$ cat src/verilog/muldiv_pkg.sv
package muldiv_pkg;

	parameter int XLEN = 32;
	parameter int HALF_W = 16;
	parameter int ACC_W = 34; // One 17x17 product plus carries.
	parameter int CNT_W = 5;

	// Bit positions in the signed-mode field.
	parameter int SIGN_A_BIT = 0;
	parameter int SIGN_B_BIT = 1;

	typedef enum logic [1:0] {
		MD_OP_MULL = 2'd0,
		MD_OP_MULH = 2'd1,
		MD_OP_DIV  = 2'd2,
		MD_OP_REM  = 2'd3
	} md_op_e;

	typedef enum logic [2:0] {
		MD_IDLE        = 3'd0,
		MD_ABS_A       = 3'd1,
		MD_ABS_B       = 3'd2,
		MD_COMP        = 3'd3,
		MD_LAST        = 3'd4,
		MD_CHANGE_SIGN = 3'd5,
		MD_FINISH      = 3'd6
	} md_state_e;

endpackage

$ cat src/verilog/div_ctrl_if.sv
`timescale 1ns/1ps

interface div_ctrl_if;

	muldiv_pkg::md_state_e state;
	logic div_by_zero;
	logic [muldiv_pkg::CNT_W-1:0] bit_idx; // Quotient bit decided in this cycle.
	logic cnt_last;

	modport seq (
		output state,
		input  div_by_zero,
		input  bit_idx,
		input  cnt_last
	);

	modport cnt (
		output bit_idx,
		output cnt_last,
		input  state
	);

	modport dp (
		output div_by_zero,
		input  state,
		input  bit_idx
	);

endinterface

$ cat src/verilog/mac_multiplier.sv
`timescale 1ns/1ps

module mac_multiplier (
	input  logic                          clk_i,
	input  logic                          rst_ni,
	input  logic                          mult_en_i,
	input  muldiv_pkg::md_op_e            operator_i,
	input  logic [1:0]                    signed_mode_i,
	input  logic [muldiv_pkg::XLEN-1:0]   op_a_i,
	input  logic [muldiv_pkg::XLEN-1:0]   op_b_i,
	output logic [muldiv_pkg::XLEN-1:0]   result_o,
	output logic                          valid_o
);

	localparam int XLEN = muldiv_pkg::XLEN;
	localparam int HALF_W = muldiv_pkg::HALF_W;
	localparam int ACC_W = muldiv_pkg::ACC_W;

	typedef enum logic [3:0] {
		PH_ALBL = 4'b0001,
		PH_ALBH = 4'b0010,
		PH_AHBL = 4'b0100,
		PH_AHBH = 4'b1000
	} phase_e;

	phase_e phase_q;
	phase_e phase_n;
	logic [ACC_W-1:0] acc_q;
	logic [ACC_W-1:0] acc_n;
	logic [ACC_W-1:0] accum;
	logic [HALF_W-1:0] mult_a;
	logic [HALF_W-1:0] mult_b;
	logic sign_a;
	logic sign_b;
	logic signed [ACC_W:0] mac_full;
	logic [ACC_W-1:0] mac_res;
	logic signed_mult;
	logic is_mull;

	assign signed_mult = signed_mode_i != 2'b00;
	assign is_mull = operator_i == muldiv_pkg::MD_OP_MULL;

	assign mac_full = $signed({sign_a, mult_a}) * $signed({sign_b, mult_b}) + $signed(accum);
	assign mac_res = mac_full[ACC_W-1:0];

	always_comb begin
		mult_a = op_a_i[HALF_W-1:0];
		mult_b = op_b_i[HALF_W-1:0];
		sign_a = 1'b0;
		sign_b = 1'b0;
		accum = '0;
		acc_n = mac_res;
		phase_n = phase_q;
		valid_o = 1'b0;
		case (phase_q)
			PH_ALBL: begin
				phase_n = PH_ALBH;
			end
			PH_ALBH: begin
				mult_b = op_b_i[XLEN-1:HALF_W];
				sign_b = signed_mode_i[muldiv_pkg::SIGN_B_BIT] & op_b_i[XLEN-1];
				accum = {{(ACC_W-HALF_W){1'b0}}, acc_q[XLEN-1:HALF_W]};
				if (is_mull) begin
					acc_n = {{(ACC_W-XLEN){1'b0}}, mac_res[HALF_W-1:0], acc_q[HALF_W-1:0]};
				end
				phase_n = PH_AHBL;
			end
			PH_AHBL: begin
				mult_a = op_a_i[XLEN-1:HALF_W];
				sign_a = signed_mode_i[muldiv_pkg::SIGN_A_BIT] & op_a_i[XLEN-1];
				if (is_mull) begin
					// Only the low half of this product reaches the low word.
					accum = {{(ACC_W-HALF_W){1'b0}}, acc_q[XLEN-1:HALF_W]};
					acc_n = {{(ACC_W-XLEN){1'b0}}, mac_res[HALF_W-1:0], acc_q[HALF_W-1:0]};
					valid_o = 1'b1;
					phase_n = PH_ALBL;
				end else begin
					accum = acc_q;
					phase_n = PH_AHBH;
				end
			end
			PH_AHBH: begin
				mult_a = op_a_i[XLEN-1:HALF_W];
				mult_b = op_b_i[XLEN-1:HALF_W];
				sign_a = signed_mode_i[muldiv_pkg::SIGN_A_BIT] & op_a_i[XLEN-1];
				sign_b = signed_mode_i[muldiv_pkg::SIGN_B_BIT] & op_b_i[XLEN-1];
				accum = {{HALF_W{signed_mult & acc_q[ACC_W-1]}}, acc_q[ACC_W-1:HALF_W]};
				valid_o = 1'b1;
				phase_n = PH_ALBL;
			end
			default: begin
				phase_n = PH_ALBL;
			end
		endcase
	end

	assign result_o = acc_n[XLEN-1:0]; // Taken from the adder output in the last phase.

	always_ff @(posedge clk_i or negedge rst_ni) begin
		if (!rst_ni) begin
			phase_q <= PH_ALBL;
		end else if (mult_en_i) begin
			phase_q <= phase_n;
		end
	end

	always_ff @(posedge clk_i) begin
		if (mult_en_i) begin
			acc_q <= acc_n;
		end
	end

	phase_onehot_a: assert property (@(posedge clk_i) disable iff (!rst_ni) $onehot(phase_q));

endmodule

$ cat src/verilog/div_sequencer.sv
`timescale 1ns/1ps

module div_sequencer (
	input  logic    clk_i,
	input  logic    rst_ni,
	input  logic    div_en_i,
	div_ctrl_if.seq ctrl,
	output logic    valid_o
);

	muldiv_pkg::md_state_e state_q;
	muldiv_pkg::md_state_e state_n;

	always_comb begin
		state_n = state_q;
		case (state_q)
			muldiv_pkg::MD_IDLE: begin
				// A zero divisor leaves the preloaded result as it is.
				if (ctrl.div_by_zero) begin
					state_n = muldiv_pkg::MD_FINISH;
				end else begin
					state_n = muldiv_pkg::MD_ABS_A;
				end
			end
			muldiv_pkg::MD_ABS_A: begin
				state_n = muldiv_pkg::MD_ABS_B;
			end
			muldiv_pkg::MD_ABS_B: begin
				state_n = muldiv_pkg::MD_COMP;
			end
			muldiv_pkg::MD_COMP: begin
				if (ctrl.cnt_last) begin
					state_n = muldiv_pkg::MD_LAST; // Bit 0 is decided in MD_LAST.
				end
			end
			muldiv_pkg::MD_LAST: begin
				state_n = muldiv_pkg::MD_CHANGE_SIGN;
			end
			muldiv_pkg::MD_CHANGE_SIGN: begin
				state_n = muldiv_pkg::MD_FINISH;
			end
			muldiv_pkg::MD_FINISH: begin
				state_n = muldiv_pkg::MD_IDLE;
			end
			default: begin
				state_n = muldiv_pkg::MD_IDLE;
			end
		endcase
	end

	always_ff @(posedge clk_i or negedge rst_ni) begin
		if (!rst_ni) begin
			state_q <= muldiv_pkg::MD_IDLE;
		end else if (div_en_i) begin
			state_q <= state_n;
		end
	end

	assign ctrl.state = state_q;
	assign valid_o = state_q == muldiv_pkg::MD_FINISH;

	state_legal_a: assert property (@(posedge clk_i) disable iff (!rst_ni)
		state_q inside {muldiv_pkg::MD_IDLE, muldiv_pkg::MD_ABS_A, muldiv_pkg::MD_ABS_B,
			muldiv_pkg::MD_COMP, muldiv_pkg::MD_LAST, muldiv_pkg::MD_CHANGE_SIGN,
			muldiv_pkg::MD_FINISH});

	// The last step is entered only from the compare loop, with the counter at bit 0.
	last_after_comp_a: assert property (@(posedge clk_i) disable iff (!rst_ni)
		(state_q == muldiv_pkg::MD_LAST && $changed(state_q)) |->
			($past(state_q) == muldiv_pkg::MD_COMP && ctrl.bit_idx == '0));

endmodule

$ cat src/verilog/div_bit_counter.sv
`timescale 1ns/1ps

module div_bit_counter (
	input  logic    clk_i,
	input  logic    rst_ni,
	input  logic    div_en_i,
	div_ctrl_if.cnt ctrl
);

	localparam int CNT_W = muldiv_pkg::CNT_W;

	logic [CNT_W-1:0] cnt_q;

	always_ff @(posedge clk_i or negedge rst_ni) begin
		if (!rst_ni) begin
			cnt_q <= '0;
		end else if (div_en_i) begin
			if (ctrl.state inside {muldiv_pkg::MD_IDLE, muldiv_pkg::MD_ABS_A,
					muldiv_pkg::MD_ABS_B}) begin
				cnt_q <= CNT_W'(muldiv_pkg::XLEN - 1); // The MSB is decided first.
			end else begin
				cnt_q <= cnt_q - CNT_W'(1);
			end
		end
	end

	assign ctrl.bit_idx = cnt_q;
	assign ctrl.cnt_last = cnt_q == CNT_W'(1);

	cnt_no_wrap_a: assert property (@(posedge clk_i) disable iff (!rst_ni)
		ctrl.state == muldiv_pkg::MD_COMP |-> cnt_q != '0);

endmodule

$ cat src/verilog/div_datapath.sv
`timescale 1ns/1ps

module div_datapath (
	input  logic                          clk_i,
	input  logic                          rst_ni,
	input  logic                          div_en_i,
	input  muldiv_pkg::md_op_e            operator_i,
	input  logic [1:0]                    signed_mode_i,
	input  logic [muldiv_pkg::XLEN-1:0]   op_a_i,
	input  logic [muldiv_pkg::XLEN-1:0]   op_b_i,
	div_ctrl_if.dp                        ctrl,
	output logic [muldiv_pkg::XLEN-1:0]   result_o
);

	localparam int XLEN = muldiv_pkg::XLEN;
	localparam int CNT_W = muldiv_pkg::CNT_W;

	logic [XLEN-1:0] numer_q;
	logic [XLEN-1:0] numer_n;
	logic [XLEN-1:0] denom_q;
	logic [XLEN-1:0] denom_n;
	logic [XLEN-1:0] quot_q;
	logic [XLEN-1:0] quot_n;
	logic [XLEN-1:0] rem_q;
	logic [XLEN-1:0] rem_n;
	logic [XLEN-1:0] adder_a;
	logic [XLEN-1:0] adder_b;
	logic [XLEN:0] adder_res;
	logic [XLEN-1:0] next_rem;
	logic [XLEN-1:0] next_quot;
	logic [XLEN-1:0] one_shift;
	logic [CNT_W-1:0] next_idx;
	logic is_div;
	logic is_ge;
	logic sign_a;
	logic sign_b;
	logic neg_result;

	assign is_div = operator_i == muldiv_pkg::MD_OP_DIV;
	assign sign_a = op_a_i[XLEN-1] & signed_mode_i[muldiv_pkg::SIGN_A_BIT];
	assign sign_b = op_b_i[XLEN-1] & signed_mode_i[muldiv_pkg::SIGN_B_BIT];
	assign neg_result = is_div ? (sign_a ^ sign_b) : sign_a; // Remainder follows the dividend.

	assign ctrl.div_by_zero = op_b_i == '0;

	// Computes a - b, the carry out is set when a >= b unsigned.
	assign adder_res = {1'b0, adder_a} + {1'b0, ~adder_b} + (XLEN+1)'(1);
	assign is_ge = adder_res[XLEN];

	always_comb begin
		adder_a = '0;
		adder_b = op_b_i;
		case (ctrl.state)
			muldiv_pkg::MD_ABS_A: begin
				adder_b = op_a_i;
			end
			muldiv_pkg::MD_COMP, muldiv_pkg::MD_LAST: begin
				adder_a = rem_q;
				adder_b = denom_q;
			end
			muldiv_pkg::MD_CHANGE_SIGN: begin
				adder_b = rem_q;
			end
			default: begin
				adder_b = op_b_i;
			end
		endcase
	end

	assign one_shift = XLEN'(1) << ctrl.bit_idx;
	assign next_quot = is_ge ? (quot_q | one_shift) : quot_q;
	assign next_rem = is_ge ? adder_res[XLEN-1:0] : rem_q;
	assign next_idx = ctrl.bit_idx - CNT_W'(1);

	always_comb begin
		numer_n = numer_q;
		denom_n = denom_q;
		quot_n = quot_q;
		rem_n = rem_q;
		case (ctrl.state)
			muldiv_pkg::MD_IDLE: begin
				rem_n = is_div ? '1 : op_a_i;
			end
			muldiv_pkg::MD_ABS_A: begin
				quot_n = '0;
				numer_n = sign_a ? adder_res[XLEN-1:0] : op_a_i;
			end
			muldiv_pkg::MD_ABS_B: begin
				rem_n = {{(XLEN-1){1'b0}}, numer_q[XLEN-1]};
				denom_n = sign_b ? adder_res[XLEN-1:0] : op_b_i;
			end
			muldiv_pkg::MD_COMP: begin
				rem_n = {next_rem[XLEN-2:0], numer_q[next_idx]};
				quot_n = next_quot;
			end
			muldiv_pkg::MD_LAST: begin
				rem_n = is_div ? next_quot : next_rem;
			end
			muldiv_pkg::MD_CHANGE_SIGN: begin
				rem_n = neg_result ? adder_res[XLEN-1:0] : rem_q;
			end
			default: begin
				rem_n = rem_q;
			end
		endcase
	end

	always_ff @(posedge clk_i or negedge rst_ni) begin
		if (!rst_ni) begin
			rem_q <= '0;
		end else if (div_en_i) begin
			rem_q <= rem_n;
		end
	end

	always_ff @(posedge clk_i) begin
		if (div_en_i) begin
			numer_q <= numer_n;
			denom_q <= denom_n;
			quot_q <= quot_n;
		end
	end

	assign result_o = rem_q;

endmodule

$ cat src/verilog/muldiv_top.sv
`timescale 1ns/1ps

module muldiv_top (
	input  logic                          clk_i,
	input  logic                          rst_ni,
	input  logic                          req_i,
	input  muldiv_pkg::md_op_e            operator_i,
	input  logic [1:0]                    signed_mode_i,
	input  logic [muldiv_pkg::XLEN-1:0]   op_a_i,
	input  logic [muldiv_pkg::XLEN-1:0]   op_b_i,
	output logic [muldiv_pkg::XLEN-1:0]   result_o,
	output logic                          valid_o
);

	logic mult_en;
	logic div_en;
	logic mult_valid;
	logic div_valid;
	logic [muldiv_pkg::XLEN-1:0] mult_result;
	logic [muldiv_pkg::XLEN-1:0] div_result;

	div_ctrl_if div_ctrl ();

	assign mult_en = req_i &&
		(operator_i inside {muldiv_pkg::MD_OP_MULL, muldiv_pkg::MD_OP_MULH});
	assign div_en = req_i &&
		(operator_i inside {muldiv_pkg::MD_OP_DIV, muldiv_pkg::MD_OP_REM});

	mac_multiplier mac_multiplier_i (
		.clk_i         (clk_i),
		.rst_ni        (rst_ni),
		.mult_en_i     (mult_en),
		.operator_i    (operator_i),
		.signed_mode_i (signed_mode_i),
		.op_a_i        (op_a_i),
		.op_b_i        (op_b_i),
		.result_o      (mult_result),
		.valid_o       (mult_valid)
	);

	div_sequencer div_sequencer_i (
		.clk_i    (clk_i),
		.rst_ni   (rst_ni),
		.div_en_i (div_en),
		.ctrl     (div_ctrl.seq),
		.valid_o  (div_valid)
	);

	div_bit_counter div_bit_counter_i (
		.clk_i    (clk_i),
		.rst_ni   (rst_ni),
		.div_en_i (div_en),
		.ctrl     (div_ctrl.cnt)
	);

	div_datapath div_datapath_i (
		.clk_i         (clk_i),
		.rst_ni        (rst_ni),
		.div_en_i      (div_en),
		.operator_i    (operator_i),
		.signed_mode_i (signed_mode_i),
		.op_a_i        (op_a_i),
		.op_b_i        (op_b_i),
		.ctrl          (div_ctrl.dp),
		.result_o      (div_result)
	);

	assign valid_o = mult_valid | div_valid;
	assign result_o = div_en ? div_result : mult_result;

endmodule

$ cat config.mk
export PLATFORM = sky130hd
export DESIGN_NAME = muldiv_top
export DESIGN_NICKNAME = d
export VERILOG_FILES = /design/src/verilog/muldiv_pkg.sv /design/src/verilog/div_ctrl_if.sv /design/src/verilog/mac_multiplier.sv /design/src/verilog/div_sequencer.sv /design/src/verilog/div_bit_counter.sv /design/src/verilog/div_datapath.sv /design/src/verilog/muldiv_top.sv
export SDC_FILE = /design/constraint.sdc
export NUM_CORES = 2
export LEC_CHECK = 0
export BUFFER_PORTS_ARGS = -buffer_cell sky130_fd_sc_hd__clkbuf_2
export CAP_MARGIN = 20
export CORE_MARGIN = 3
export CORE_UTILIZATION = 65
export DETAILED_ROUTE_END_ITERATION = 6
export PLACE_DENSITY_LB_ADDON = 0.1
export SETUP_SLACK_MARGIN = 0.05
export SLEW_MARGIN = 5
export SYNTH_ARGS = -nofsm -noshare
export SYNTH_HDL_FRONTEND = slang
export SYNTH_HIERARCHICAL = 1
export SYNTH_SLANG_ARGS = --single-unit
$ cat constraint.sdc
create_clock -name clk_i -period 35.7 [get_ports clk_i]
set_input_delay 10.71 -clock clk_i [delete_from_list [all_inputs] [get_ports clk_i]]
set_output_delay 10.71 -clock clk_i [all_outputs]
set_load 0.01 [all_outputs]
==> out/results.txt <==
Post-CTS setup buffers = 0
Async set-or-reset flop fraction in the synthesized netlist = 25.3%
Area fraction of the dominant cell type after synthesis = 24.9%
Vias = 24900
Tmin final = 28930 ps
Fmax = 34.6 MHz
TritonCTS clock tree = yes
Worst reg2reg endpoint = mac_multiplier_i/acc_q[31]$_DFFE_PP_
Root Driver = clkbuf_16
Slowest stage delay, CP = 690 ps
R2R setup slack = 26950 ps
FP Rows = 74
Mapped Area = 27300 sq um
Met3 wire len = 11800 um
FF-to-FF path depth = 22
CP endpoint kind = primary output
Avg Inst Size Synth = 8.73 sq um
Syn nets = 3682
Resized cells post-CTS = 0
Top sig layer = met4
Die H = 211 um
Initial core utilization = 66.3%
Slowest CP cell = nand3_1
M1 WL = 33400 um
Worst Max-Slew Pin Slew = 1230 ps
Final Net Count = 3660
Final setup violation count = 0
Setup_tns = 0 ps
Final hold vios = 0
GPL Wtd Cong = 1.05
Worst path most repeated cell = fa_1
Post-detail-place hpwl = 79500 um
Slew Viols, Final = 0
Fillers = 3346
Die X = 211 um
Initial antenna violation count = 3
H-tree Lvls = 4
FF-to-FF Start = mac_multiplier_i/phase_q[1]$_DFFE_PN0P_
Share of post-route cells with drive strength above 1 = 10.1%
Normalized max-slew margin = 15.6%
Maximum buffer depth of the clock tree = 2
Tot GR Track Use = 45.6%
Startpoint types = input port
Synth cell types = 91
Final WS setup = 6770 ps
P&R area growth vs syn = 4.35%
Post-Place Worst Slack = 6890 ps
# DRC = 10
# clock sinks = 174
Violated checks = design-rule violations
Max_cap viols = 0
Core area = 41200 sq um
Setup crit start = op_b_i[31]
Multi-input gate area = 19600 sq um
Primary FF master, synth = edfxtp_1
Post-CTS Hold Buffers = 0
Synth Register Bits = 174
Num ports = 104
Routed len/inst = 27.8 um
RSZ-0062 raised after global routing = no
Worst-path clk slew = 70 ps
Worst Skew = 17.5 ps
Total wire length = 101000 um
CTS Buf Count = 17
Vias in the first global route = 25100
Antenna-violating nets left = 0
First-pass GRT wire length = 151000 um
Outcome = finished with violations
Cells after Synth = 3129
Vias/cell = 6.81
Worst EP required = 24990 ps
Critical Path Sink = result_o[31]
Synth warn = 6
Hold WS = 579 ps
Ranking of synthesized cells by area = fa_1, edfxtp_1, inv_1
Clock Latency Late Sink = 450 ps
Detailed Route Iter0 Violations = 3163
Crit Path Category = input port to primary output
Hold Crit Class = flop to flop
Post-synth EDFFs = 130
Global route total overflow = 0
Total die area = 44500 sq um
Hold Path Cell Cnt = 2
Register area share after synthesis = 18.3%
Register area = 5010 sq um
Port bufs = 103
Placed cells = 3620
Drt pass-1 iters = 7
Routed wl met2 = 45600 um
Non-filler instance count after layout = 3654
Crit path DAT = 18220 ps
Largest area contributor in the netlist = fa_1
Largest net degree at the start of global routing = 81
Period utilization = 81.0%
Crit path max fanout = 14
Critical-path cell list = clkbuf_2 > nand3_1 > inv_1 > nand2_1 > fa_1 > fa_1 > inv_1 > fa_1 > fa_1 > fa_1 > inv_1 > fa_1 > inv_1 > ha_1 > a21oi_1 > o221ai_1 > a22o_1 > a2111oi_2 > nand3_1 > a31oi_1 > mux2_2 > clkbuf_2
## area by class of cell
type,instances,share of cell area (%)
Antenna cell,2,0.0176
Clock buffer,19,1.55
Clock inverter,13,0.527
Inverter,479,6.31
Multi-Input combinational cell,2288,68.7
Sequential cell,174,17.6
Tap cell,532,2.33
Timing Repair Buffer,147,2.97
## synthesized netlist by cell type (15+ instances only)
master    number
nand3_1       39
buf_2         26
inv_1        478
nor3_1        58
clkbuf_1     106
xnor2_1       46
a21oi_1      151
mux2_4        30
dfrtp_1       43
fa_1         340
and3_1        18
o221ai_1      36
mux2i_1       70
edfxtp_1     130
nand2b_1      33
a31oi_1       35
o21ai_0      136
a211oi_1      17
a221oi_1      24
nor2b_1       19
o21a_1        16
nand4_1       19
mux2_2        50
nand2_1      381
ha_1         142
nor2_1       256
o22ai_1       33
and2_1        54
a22o_1        15
or3_1         37
a21o_1        38
buf_4         35
xor2_1        26
## placed cells by master, fill, tap and decap left out, types with 35 or more instances in the layout
master / n
a21o_1: 38
a21oi_1: 150
a31oi_1: 35
and2_1: 54
buf_4: 44
clkbuf_2: 103
dfrtp_1: 40
edfxtp_1: 130
fa_1: 340
ha_1: 142
inv_1: 477
mux2_2: 50
mux2i_1: 70
nand2_1: 381
nand3_1: 39
nor2_1: 253
nor3_1: 57
o21ai_0: 136
o221ai_1: 36
or3_1: 37
xnor2_1: 46
## stage by stage
step                utilization [%]  instance area, sq um
floorplan                         -                 27300
global placement               67.8                 27900
detailed placement             67.8                 27900
CTS                            69.2                 28500
global route                   69.2                 28500
finish                         69.2                 28500
## state kept, by name (all words and copies together), names as in the netlist
signal	count
mac_multiplier_i/acc_q	34
div_datapath_i/denom_q	32
div_datapath_i/numer_q	32
div_datapath_i/quot_q	32
div_datapath_i/result_o	32
div_bit_counter_i/ctrl.bit_idx	5
mac_multiplier_i/phase_q	4
div_sequencer_i/ctrl.state	3
## cell families after synthesis
family	count (synthesis)	synth area share, %
and+or+nand+nor	966	16.1
DFF	174	18.3
AOI/OAI and AO/OA	605	14.5
muxes	163	7.22
xor gates and xnor gates	72	2.31
buffers and inverters	667	10.1
adders and majority gates	482	31.4
## routing by layer
metal / vias to the layer above / global-route usage (%)
met1: 12000 / 53.3
met3: 575 / 10.6
met5: - / 0
met2: 1902 / 71.9
met4: 0 / 37.4
li1: 10400 / -
## critical path: cells and delay by family
family / cells / cell delay (ps)
adders and majority gates: 7 / 3320
AOI/OAI and AO/OA: 5 / 1720
buffers and inverters: 6 / 1230
and+or+nand+nor: 3 / 950
muxes: 1 / 260
## how the worst min path moves through the flow
stage                                             from                                 endpoint  slack (ps)
5_1_grt        div_datapath_i/quot_q[27]$_SDFFCE_PN0P_  div_datapath_i/quot_q[27]$_SDFFCE_PN0P_         600
3_3_place_gp    div_datapath_i/quot_q[1]$_SDFFCE_PN0P_   div_datapath_i/quot_q[1]$_SDFFCE_PN0P_         540
3_5_place_dp       mac_multiplier_i/acc_q[2]$_DFFE_PP_      mac_multiplier_i/acc_q[2]$_DFFE_PP_         560
4_1_cts            mac_multiplier_i/acc_q[2]$_DFFE_PP_      mac_multiplier_i/acc_q[2]$_DFFE_PP_         580
6_report        div_datapath_i/quot_q[6]$_SDFFCE_PN0P_   div_datapath_i/quot_q[6]$_SDFFCE_PN0P_         580
2_1_floorplan  div_datapath_i/result_o[31]$_DFFE_PN0P_  div_datapath_i/result_o[31]$_DFFE_PN0P_         500
Power is not shown: default switching activity piles up to over one toggle a cycle in this logic, so the estimate is an artifact.
